$ cat src/stage_pkg.sv
// Shared types for stage 0; buffer address width fixed at 7 bits, sample is signed 24.8
`default_nettype none

package stage_pkg;

  // Buffer address width, must equal LEN_W + DEPTH_W at the top level
  localparam int BUF_ADDR_W = 7;

  // --------------------------------------------------
  // Sample word
  // --------------------------------------------------

  // 24.8 fixed point, integer part signed
  typedef struct packed {
    logic signed [23:0] int_part;
    logic [7:0]         frac_part;
  } sample_t;

  // Pass kind tagged on each output beat
  typedef enum logic [0:0] {
    PASS_FORWARD = 1'b0,
    PASS_ERROR   = 1'b1
  } pass_e;

  // Tap sequencer states
  typedef enum logic [1:0] {
    SEQ_IDLE = 2'd0,
    SEQ_READ = 2'd1,
    SEQ_NEXT = 2'd2
  } seq_state_e;

  // --------------------------------------------------
  // Buffer request and output beat
  // --------------------------------------------------

  typedef struct packed {
    logic                  valid;
    logic                  write;
    logic [BUF_ADDR_W-1:0] address;
    sample_t               data;
  } buf_req_t;

  typedef struct packed {
    sample_t    data;
    logic [3:0] tap_address;
    logic [3:0] bias_address;
    pass_e      kind;
    logic       last;    // final word of a pass
  } out_beat_t;

endpackage

`default_nettype wire

$ cat src/burst_loader.sv
// Input loader; holds at most load_depth blocks in load_depth+1 slots, in_ready low one cycle after reset
`timescale 1ns/1ps
`default_nettype none

module burst_loader #(
  parameter int LEN_W   = 3,
  parameter int DEPTH_W = 4
) (
  input  wire                 clk,
  input  wire                 reset,
  input  stage_pkg::sample_t  in_data,
  input  wire                 in_valid,
  input  wire [LEN_W-1:0]     load_length,
  input  wire [DEPTH_W-1:0]   load_depth,
  input  wire                 block_done,
  output logic                in_ready,
  output stage_pkg::buf_req_t wr_req,
  output logic                blocks_held_nz
);

  logic [LEN_W-1:0]   word_cnt;
  logic [DEPTH_W-1:0] block_cnt;
  logic [DEPTH_W-1:0] held;
  logic [DEPTH_W-1:0] held_next;
  logic               ready_q;
  logic               accept;
  logic               block_fill;

  assign accept     = in_valid & ready_q;
  assign block_fill = accept & (word_cnt == load_length);

  // --------------------------------------------------
  // Word and block counters
  // --------------------------------------------------

  always_ff @(posedge clk) begin
    if (reset) begin
      word_cnt  <= '0;
      block_cnt <= '0;
    end else if (accept) begin
      if (block_fill) begin
        word_cnt <= '0;
        // Slot index wraps after load_depth
        if (block_cnt == load_depth) begin
          block_cnt <= '0;
        end else begin
          block_cnt <= block_cnt + DEPTH_W'(1);
        end
      end else begin
        word_cnt <= word_cnt + LEN_W'(1);
      end
    end
  end

  // --------------------------------------------------
  // Held-block credit
  // --------------------------------------------------

  // Fill and release together leave the count unchanged
  always_comb begin
    case ({block_fill, block_done})
      2'b10:   held_next = held + DEPTH_W'(1);
      2'b01:   held_next = held - DEPTH_W'(1);
      default: held_next = held;
    endcase
  end

  always_ff @(posedge clk) begin
    if (reset) begin
      held    <= '0;
      ready_q <= 1'b0;
    end else begin
      held    <= held_next;
      ready_q <= (held_next != load_depth);
    end
  end

  assign in_ready       = ready_q;
  assign blocks_held_nz = (held != '0);

  // Write goes out in the accepting cycle
  assign wr_req.valid   = accept;
  assign wr_req.write   = 1'b1;
  assign wr_req.address = {block_cnt, word_cnt};
  assign wr_req.data    = in_data;

  // Credit never overruns the configured depth
  held_in_range_a: assert property (
    @(posedge clk) disable iff (reset) held <= load_depth
  );

endmodule

`default_nettype wire

$ cat src/tap_sequencer.sv
// Tap sequencer; learn and state_length must stay stable for a whole block, at most 4 forward passes
`timescale 1ns/1ps
`default_nettype none

module tap_sequencer #(
  parameter int LEN_W   = 3,
  parameter int DEPTH_W = 4
) (
  input  wire                  clk,
  input  wire                  reset,
  input  wire [LEN_W-1:0]      load_length,
  input  wire [DEPTH_W-1:0]    load_depth,
  input  wire [1:0]            state_length,
  input  wire                  learn,
  input  wire                  blocks_held_nz,
  input  wire                  rd_grant,
  output stage_pkg::buf_req_t  rd_req,
  output stage_pkg::out_beat_t rd_meta,
  output logic                 block_done
);

  stage_pkg::seq_state_e state;
  logic [LEN_W-1:0]      word_cnt;
  logic [2:0]            pass_cnt;
  logic [DEPTH_W-1:0]    rd_blk;
  logic                  final_word;
  logic                  is_err;
  logic                  final_pass;

  // --------------------------------------------------
  // Pass decode
  // --------------------------------------------------

  assign final_word = (word_cnt == load_length);
  // Only reachable with learn high
  assign is_err     = (pass_cnt > {1'b0, state_length});
  assign final_pass = learn ? is_err : (pass_cnt == {1'b0, state_length});

  // --------------------------------------------------
  // State machine
  // --------------------------------------------------

  always_ff @(posedge clk) begin
    if (reset) begin
      state    <= stage_pkg::SEQ_IDLE;
      word_cnt <= '0;
      pass_cnt <= '0;
      rd_blk   <= '0;
    end else begin
      case (state)
        stage_pkg::SEQ_IDLE: begin
          if (blocks_held_nz) begin
            state <= stage_pkg::SEQ_READ;
          end
        end
        stage_pkg::SEQ_READ: begin
          // Hold the request until granted
          if (rd_grant) begin
            if (final_word) begin
              word_cnt <= '0;
              if (final_pass) begin
                pass_cnt <= '0;
                state    <= stage_pkg::SEQ_NEXT;
              end else begin
                pass_cnt <= pass_cnt + 3'd1;
              end
            end else begin
              word_cnt <= word_cnt + LEN_W'(1);
            end
          end
        end
        stage_pkg::SEQ_NEXT: begin
          // Release the block, loader credit updates this edge
          state <= stage_pkg::SEQ_IDLE;
          if (rd_blk == load_depth) begin
            rd_blk <= '0;
          end else begin
            rd_blk <= rd_blk + DEPTH_W'(1);
          end
        end
        default: begin
          state <= stage_pkg::SEQ_IDLE;
        end
      endcase
    end
  end

  assign block_done = (state == stage_pkg::SEQ_NEXT);

  // --------------------------------------------------
  // Read request and beat metadata
  // --------------------------------------------------

  assign rd_req.valid   = (state == stage_pkg::SEQ_READ);
  assign rd_req.write   = 1'b0;
  assign rd_req.address = {rd_blk, word_cnt};
  assign rd_req.data    = '0;

  assign rd_meta.data         = '0;
  assign rd_meta.tap_address  = 4'(word_cnt);
  assign rd_meta.bias_address = 4'(pass_cnt);
  assign rd_meta.kind         = is_err ? stage_pkg::PASS_ERROR : stage_pkg::PASS_FORWARD;
  assign rd_meta.last         = final_word;

  block_done_pulse_a: assert property (
    @(posedge clk) disable iff (reset) block_done |=> !block_done
  );

  idle_no_read_a: assert property (
    @(posedge clk) disable iff (reset) (state == stage_pkg::SEQ_IDLE) |-> !rd_req.valid
  );

endmodule

`default_nettype wire

$ cat src/buffer_arbiter.sv
// Buffer port arbiter; writes always win, no output back-pressure so every beat must be taken
`timescale 1ns/1ps
`default_nettype none

module buffer_arbiter (
  input  wire                  clk,
  input  wire                  reset,
  input  stage_pkg::buf_req_t  wr_req,
  input  stage_pkg::buf_req_t  rd_req,
  input  stage_pkg::out_beat_t rd_meta,
  input  stage_pkg::sample_t   mem_rdata,
  output logic                 rd_grant,
  output stage_pkg::buf_req_t  mem_req,
  output logic                 out_valid,
  output stage_pkg::out_beat_t out_beat
);

  stage_pkg::out_beat_t meta_q;
  logic                 pend_q;

  // Fixed priority, a read only goes in a write-free cycle
  assign rd_grant = rd_req.valid & ~wr_req.valid;
  assign mem_req  = wr_req.valid ? wr_req : rd_req;

  // --------------------------------------------------
  // Beat tracking
  // --------------------------------------------------

  always_ff @(posedge clk) begin
    if (reset) begin
      pend_q <= 1'b0;
    end else begin
      pend_q <= rd_grant;
    end
  end

  always_ff @(posedge clk) begin
    if (rd_grant) begin
      meta_q <= rd_meta;
    end
  end

  // Memory data lands the cycle after the grant, same as meta_q
  always_comb begin
    out_beat      = meta_q;
    out_beat.data = mem_rdata;
  end

  assign out_valid = pend_q;

  grant_excl_write_a: assert property (
    @(posedge clk) disable iff (reset) rd_grant |-> !wr_req.valid
  );

endmodule

`default_nettype wire

$ cat src/sample_buffer.sv
// Single-port sample memory, no reset on contents; read data is registered and held between reads
`timescale 1ns/1ps
`default_nettype none

module sample_buffer #(
  parameter int LEN_W   = 3,
  parameter int DEPTH_W = 4,
  parameter int WORD_W  = 32
) (
  input  wire                 clk,
  input  stage_pkg::buf_req_t mem_req,
  output stage_pkg::sample_t  mem_rdata
);

  localparam int ADDR_W = LEN_W + DEPTH_W;

  logic [WORD_W-1:0] mem [0:(2**ADDR_W)-1];
  logic [WORD_W-1:0] rdata_q;
  logic [ADDR_W-1:0] addr;

  assign addr = mem_req.address;

  // --------------------------------------------------
  // Port access
  // --------------------------------------------------

  always_ff @(posedge clk) begin
    if (mem_req.valid) begin
      if (mem_req.write) begin
        mem[addr] <= mem_req.data;
      end else begin
        rdata_q <= mem[addr];
      end
    end
  end

  assign mem_rdata = rdata_q;

endmodule

`default_nettype wire

$ cat src/stage0_top.sv
// Stage 0 control and buffer; load_depth must be nonzero, config inputs held stable while running
`timescale 1ns/1ps
`default_nettype none

module stage0_top #(
  parameter int LEN_W   = 3,
  parameter int DEPTH_W = 4,
  parameter int WORD_W  = 32
) (
  input  wire                  clk,
  input  wire                  reset,
  input  stage_pkg::sample_t   in_data,
  input  wire                  in_valid,
  input  wire [LEN_W-1:0]      load_length,
  input  wire [DEPTH_W-1:0]    load_depth,
  input  wire [1:0]            state_length,
  input  wire                  learn,
  output logic                 in_ready,
  output logic                 out_valid,
  output stage_pkg::out_beat_t out_beat
);

  stage_pkg::buf_req_t  wr_req;
  stage_pkg::buf_req_t  rd_req;
  stage_pkg::buf_req_t  mem_req;
  stage_pkg::out_beat_t rd_meta;
  stage_pkg::sample_t   mem_rdata;
  logic                 rd_grant;
  logic                 block_done;
  logic                 blocks_held_nz;

  // --------------------------------------------------
  // Write side
  // --------------------------------------------------

  burst_loader #(
    .LEN_W   (LEN_W),
    .DEPTH_W (DEPTH_W)
  ) loader_i (
    .clk            (clk),
    .reset          (reset),
    .in_data        (in_data),
    .in_valid       (in_valid),
    .load_length    (load_length),
    .load_depth     (load_depth),
    .block_done     (block_done),
    .in_ready       (in_ready),
    .wr_req         (wr_req),
    .blocks_held_nz (blocks_held_nz)
  );

  // --------------------------------------------------
  // Read side
  // --------------------------------------------------

  tap_sequencer #(
    .LEN_W   (LEN_W),
    .DEPTH_W (DEPTH_W)
  ) sequencer_i (
    .clk            (clk),
    .reset          (reset),
    .load_length    (load_length),
    .load_depth     (load_depth),
    .state_length   (state_length),
    .learn          (learn),
    .blocks_held_nz (blocks_held_nz),
    .rd_grant       (rd_grant),
    .rd_req         (rd_req),
    .rd_meta        (rd_meta),
    .block_done     (block_done)
  );

  buffer_arbiter arbiter_i (
    .clk       (clk),
    .reset     (reset),
    .wr_req    (wr_req),
    .rd_req    (rd_req),
    .rd_meta   (rd_meta),
    .mem_rdata (mem_rdata),
    .rd_grant  (rd_grant),
    .mem_req   (mem_req),
    .out_valid (out_valid),
    .out_beat  (out_beat)
  );

  sample_buffer #(
    .LEN_W   (LEN_W),
    .DEPTH_W (DEPTH_W),
    .WORD_W  (WORD_W)
  ) buffer_i (
    .clk       (clk),
    .mem_req   (mem_req),
    .mem_rdata (mem_rdata)
  );

endmodule

`default_nettype wire

$ cat config.mk
export PLATFORM = sky130hd
export DESIGN_NAME = stage0_top
export DESIGN_NICKNAME = d
export VERILOG_FILES = /design/src/stage_pkg.sv /design/src/burst_loader.sv /design/src/tap_sequencer.sv /design/src/buffer_arbiter.sv /design/src/sample_buffer.sv /design/src/stage0_top.sv
export SDC_FILE = /design/constraint.sdc
export NUM_CORES = 2
export LEC_CHECK = 0
export BUFFER_PORTS_ARGS = -buffer_cell sky130_fd_sc_hd__buf_2
export CELL_PAD_IN_SITES_DETAIL_PLACEMENT = 1
export CELL_PAD_IN_SITES_GLOBAL_PLACEMENT = 2
export CORE_MARGIN = 5
export CORE_UTILIZATION = 44
export CTS_CLUSTER_DIAMETER = 30
export CTS_CLUSTER_SIZE = 8
export DETAILED_ROUTE_END_ITERATION = 8
export GPL_ROUTABILITY_DRIVEN = 1
export PLACE_DENSITY_LB_ADDON = 0.1
export SYNTH_ARGS = -nofsm -noshare
export SYNTH_HDL_FRONTEND = slang
export SYNTH_SLANG_ARGS = --single-unit
$ cat constraint.sdc
create_clock -name clk -period 5.1 [get_ports clk]
set_input_delay 0.51 -clock clk [delete_from_list [all_inputs] [get_ports clk]]
set_output_delay 0.51 -clock clk [all_outputs]
set_load 0.03 [all_outputs]
## Word level (Yosys, flattened, before mapping)

Memory sizes are Yosys's and may differ from the RTL's. A register that Yosys moved wholly into a read port is not among the register bits.
Index checks and enable logic that the tools add are counted.

| word-level totals | value |
|---|---|
| bits in registers | 33 |
| bits in writable memories | 4096 |
| bits of input ports | 45 |
| output and inout bits | 44 |
| logic and storage cells | 65 |
| memories kept | 1 |

| operators by class | value |
|---|---|
| add/sub/neg operators | 7 |
| magnitude comparators | 1 |
| equal/unequal tests | 14 |
| multiplexer cells | 17 |
| bitwise gates (word level) | 5 |
| reductions and logical operators | 7 |

Memory list:

| memory | words | width | rd ports | clocked after Yosys merged registers in | wr ports | line | text |
|---|---|---|---|---|---|---|---|
| buffer_i.mem | 128 | 32 | 1 | 1 | 1 | sample_buffer.sv:17 | `logic [WORD_W-1:0] mem [0:(2**ADDR_W)-1];` |

Operator list:

| cell | number |
|---|---|
| $mux 41 | 1 |
| $add 4x1->4 const B | 3 |
| $add 3x1->3 const B | 3 |
| $mux 3 | 3 |
| $eq 4x4->1 | 2 |
| $mux 2 | 4 |
| $mux 4 | 2 |
| $ne 2x2->1 const B | 4 |
| $pmux 4 s2 | 1 |
| $eq 3x3->1 | 2 |
| $reduce_and 2->1 | 3 |
| $mux 1 | 5 |
| $eq 2x1->1 const B | 2 |
| $eq 2x2->1 const B | 2 |
| $ne 4x4->1 | 1 |
| $pmux 2 s2 | 1 |
| $reduce_and 4->1 | 1 |
| $reduce_bool 4->1 | 1 |
| $sub 4x1->4 const B | 1 |
| $and 1x1->1 | 3 |
| $eq 3x2->1 | 1 |
| $gt 3x2->1 | 1 |
| $reduce_and 3->1 | 1 |
| $logic_not 2->1 | 1 |
| $not 1->1 | 2 |

## Longest topological paths before layout

| depth | value |
|---|---|
| depth in word-level cells | 6 |
| mapped depth | 12 |
| depth with buffers taken out | 10 |

## Modules after synthesis

A second synthesis with hierarchy kept.

| second synthesis, totals | value |
|---|---|
| cells, all modules | 9331 |
| area, all modules | 161625.0 um2 |

Modules (own cells, without submodules):

| module | times used | cells an instance | area an instance (um2) | sequential area each (um2) |
|---|---|---|---|---|
| sample_buffer | 1 | 8968 | 158067.8 | 123958.9 |
| tap_sequencer | 1 | 158 | 1312.5 | 240.2 |
| buffer_arbiter | 1 | 91 | 1256.2 | 320.3 |
| burst_loader | 1 | 114 | 988.4 | 240.2 |

## Worst setup path after synthesis

No wires, ideal clock.

| timing path | value |
|---|---|
| kind | reg-to-reg |
| from | register loader_i.ready_q (netlist: loader_i.in_ready) |
| to | memory buffer_i.mem[0][0] (enable) |
| library setup time | 421 ps |
| arrival time | 3580 ps |
| required time | 4679 ps |
| setup slack | 1099 ps |
| stages on the path, launching flop included | 11 |
| path buffers | 5 |
| clock period less this slack | 4001 ps |
| cell sequence | dfxtp_1 nand2_1 buf_4 nor3_1 or2_2 clkbuf_1 clkbuf_1 clkbuf_1 nand2b_1 clkbuf_1 nor2_1 |

| between the ends | value |
|---|---|
| longest elaborated chain between the ends | 5 |

Ends and longest elaborated chain:

| item | line | text |
|---|---|---|
| start, declared | burst_loader.sv:25 | `logic ready_q;` |
| start signal, assigned | burst_loader.sv:74 | `ready_q <= (held_next != load_depth);` |
| $and 1x1->1 * | burst_loader.sv:29 | `assign accept = in_valid & ready_q;` |
| $mux 41 * | buffer_arbiter.sv:23 | `assign mem_req = wr_req.valid ? wr_req : rd_req;` |
| $mux 1 | sample_buffer.sv:29 | `if (mem_req.write) begin` |
| $mux 1 | sample_buffer.sv:28 | `if (mem_req.valid) begin` |
| $mux 1 (implied by the code) | sample_buffer.sv:30 | `mem[addr] <= mem_req.data;` |
| end, declared | sample_buffer.sv:17 |  |

Every way passes the cells marked *; elsewhere a longest branch is shown, timed or not.

## Final worst setup path

| timing path | value |
|---|---|
| from | register loader_i.ready_q (netlist: loader_i.in_ready) |
| to | register buffer_i.rdata_q[29] (netlist: buffer_i.mem_rdata[29]), read port of buffer_i.mem, data pin |

| between the ends | value |
|---|---|
| longest elaborated chain between the ends | 4 |

Ends and longest elaborated chain:

| item | line | text |
|---|---|---|
| $and 1x1->1 * | burst_loader.sv:29 |  |
| $mux 41 * | buffer_arbiter.sv:23 |  |
| $not 1->1 (no source line) | - |  |
| $reduce_and 2->1 (no source line) | - |  |
| end, declared | sample_buffer.sv:18 | `logic [WORD_W-1:0] rdata_q;` |

Marked as above.
A chain may end at the register's enable or synchronous reset.

==> results by group <==
Drt
  – DR vias/cell: 6.49
  – Initial drt markers: 13900
  – Routed len/inst: 34.2 microns
  – DR vias: 123000
  – WL final: 651000 microns
  – Detail Route Antenna Nets: 0
  – Detailed-route DRC error count: 0
  – 1st-pass router iterations: 6

Final layout
  – Area growth syn-to-layout: 25.3%
  – Final nets: 13200
  – Commonest cells after routing, fill and taps aside: edfxtp_1 (4136), a21oi_1 (2058), nand3_1 (2057)
  – Share of post-route cells with drive strength above 1: 0.176
  – Commonest non-fill, non-tap cell in the layout: edfxtp_1

STA
  – Minimum clock period: 5.18 ns
  – Rel. slew slack: -0.104
  – Final worst path period share: 1.02
  – Slew Limit Fails: 12
  – Final hold slack: 0.0892 ns
  – Worst slew pin tran: 1.64 ns
  – Final Skew: 0.0752 ns
  – RSZ-0062 raised after global routing: no
  – Max Freq: 193 MHz
  – Fin. Hold Viols: 0
  – Final setup margin: -0.0782 ns
  – # setup viols final: 1

Floorplan
  – Starting Density: 0.441
  – Die area: 395000 sq um
  – Core area: 382000 sq um
  – Core Rows: 227
  – Die Height: 629 microns
  – I/O Pins: 89
  – Chip width: 629 microns

Placement
  – HPWL Detailed: 353000 microns
  – Place WS: -0.238 ns
  – Port bufs: 86
  – Final RePlAce weighted congestion: 0.828

Pwr
  – Pleak: 0.0709 uW
  – VDD IR-drop max: 0.378 mV
  – PwrDens: 484 nW/um^2

GRT
  – Largest net degree at the start of global routing: 158
  – Grt total ovfl: 0
  – Vias in the first global route: 127000
  – First-pass GRT wire length: 929000 microns
  – Total track usage: 0.319
  – Initial antenna violation count: 74

Synthesis
  – Synth Area per Inst: 13.4 sq um
  – Mapped Cells: 12600
  – Ys flop type: edfxtp_1
  – Synthesized area: 168000 sq um
  – Flops & latches, synth: 4161
  – Yosys warns: 0
  – Async SR Flop Fraction: 0
  – Number of synthesized flops with an enable pin: 4136
  – Sequential share of the synthesized area: 0.740
  – Netlist cell types: 50

Worst hold path
  – Hold/Removal Path Class: in2reg

Flow run
  – Maxcap violations: 2

Outcome
  – Failing checks: max-capacitance violations, max-slew violations, negative setup slack
  – Outcome: finished with violations

Clock network
  – Root Driver: clkbuf_16
  – Worst-skew pair later-pin latency: 1.12 ns
  – Worst-case clock buffer depth: 4
  – CTS Sinks: 4161
  – TritonCTS Buffers: 921
  – Clock transition at path regs: 0.04 ns
  – Post-CTS Setup Inserts: 0
  – H-tree depth: 6
  – CTS tree: built

Setup path
  – Critical Path Most Common Cell: buf_4
  – Delay-heaviest family, CP: compound AO/OA/AOI/OAI gates
  – Crit-path cells: buf_4 > a21boi_4 > buf_12 > buf_4 > o21ai_0 > a21oi_1 > o41ai_1 > a41oi_1 > or4_1
  – Startpoint Class: flop
  – CP max stage delay: 1.11 ns
  – Slowest CP cell: o41ai_1
  – Largest fanout on the critical path: 70
  – WP data required: 5.89 ns
  – Critical path type: reg2reg
  – Nature of the critical path endpoint: flop
  – Number of buffers and inverters on the critical path: 3
  – Critical Path AT: 5.97 ns
[per-stage QoR]
step	instances	utilization	power [uW]	TNS [ns]	instance area [sq um]
finish	19000	0.553	102000	-0.0782	211000
global route	19000	0.553	105000	0	211000
CTS	18900	0.552	103000	0	211000
detailed placement	17200	0.468	42100	-0.369	179000
global placement	17200	0.468	42000	-0.240	179000
floorplan	12600	-	40400	0	168000
[tightest hold or removal path, delay by kind of cell]
| kind | cells | cell delay (ns) |
|---|---|---|
| xor gates and xnor gates | 1 | 0.14 |
| buffers and inverters | 1 | 0.14 |
| and+or+nand+nor | 1 | 0.15 |
[Yosys cell counts (2+ instances only)]
library cell / count / area, sq um
edfxtp_1: 4136 / 124000
nand3_1: 2059 / 10300
a21oi_1: 2058 / 10300
o21ai_0: 2046 / 10200
clkbuf_1: 841 / 3160
o41ai_1: 513 / 4490
buf_2: 255 / 1280
nor2_1: 154 / 578
a41oi_1: 128 / 1120
buf_1: 128 / 480
and3_1: 33 / 206
nand2_1: 32 / 120
or4_1: 32 / 240
dfxtp_1: 25 / 500
xor2_1: 17 / 149
buf_6: 13 / 146
xnor2_1: 12 / 105
nand2b_1: 11 / 68.8
ha_1: 10 / 125
buf_4: 9 / 67.6
nor3_1: 9 / 45.0
o21ai_1: 9 / 45.0
inv_1: 6 / 22.5
nand3b_1: 6 / 45.0
a21o_1: 4 / 30.0
and2_1: 3 / 18.8
mux2i_1: 3 / 30.0
nand4_1: 3 / 18.8
nor2b_1: 3 / 18.8
a31o_2: 2 / 17.5
a31oi_1: 2 / 12.5
a31oi_4: 2 / 42.5
and4b_1: 2 / 20.0
o21a_1: 2 / 15.0
[per-layer routing]
| layer | routed length (microns) | up-vias | share of wire | global-route usage |
|---|---|---|---|---|
| li1 | - | 51100 | - | - |
| met1 | 261000 | 65100 | 0.40 | 0.426 |
| met2 | 309000 | 5920 | 0.48 | 0.513 |
| met3 | 53000 | 1193 | 0.081 | 0.0581 |
| met4 | 27400 | 32 | 0.042 | 0.136 |
| met5 | 191 | - | 0.00029 | 0 |
[logic make-up after synthesis]
group | count (synthesis) | share of synthesized area
flops | 4161 | 0.740
other cells | 1 | 0.0000223
fa+ha+maj | 11 | 0.000862
mux | 4 | 0.000245
xor+xnor | 30 | 0.00164
compound gates | 4772 | 0.157
simple gates | 2353 | 0.0697
buf+inv | 1252 | 0.0306
[state kept, by name, indices dropped and copies added, names as in the netlist]
signal / cells
sequencer_i.word_cnt: 3
buffer_i.mem: 4096
sequencer_i.state: 2
loader_i.word_cnt: 3
loader_i.held: 4
arbiter_i.out_beat: 8
sequencer_i.pass_cnt: 3
buffer_i.mem_rdata: 32
loader_i.in_ready: 1
loader_i.block_cnt: 4
arbiter_i.out_valid: 1
sequencer_i.rd_blk: 4
[repair_timing]
item                                    CTS  global route
cloned                                    0             0
hold buffers                             12             0
gates resized for setup                   1             2
endpoints found under the setup margin    1             2
hold endpoints to repair                 67             0
[power by group]
part	internal [uW]	total, uW	switching [uW]	leakage, uW
Sequential	37700	37700	37.3	0.0382
Combinational	975	3900	2930	0.0173
Clock	41100	60600	19500	0.0153
Total	79800	102000	22400	0.0709
[layout make-up]
type                       instances  area (sq um)
multi-input combinational       7172         39900
antenna                           88           220
clock buffer                    1061         23800
timing repair buffer             834          7940
sequential                      4161        125000
fill                           36600        171000
tap                             5038          6300
inverter                           6          22.5
clock inverter                   655          8040
[path summary, 6_finish.rpt]
path | start | to | slack [ns] | cells after the start
max | loader_i.in_ready$_SDFF_PP0_ | buffer_i.mem_rdata[29]$_DFFE_PP_ | -0.08 | 9
min reg2reg | sequencer_i.pass_cnt[1]$_SDFFE_PP0P_ | arbiter_i.out_beat[3]$_DFFE_PP_ | 0.48 | 0
max reg2reg | loader_i.in_ready$_SDFF_PP0_ | buffer_i.mem_rdata[29]$_DFFE_PP_ | -0.08 | 9
min | load_length[1] | arbiter_i.out_beat[0]$_DFFE_PP_ | 0.09 | 3
Note: power is estimated with default switching activity, not from simulation.
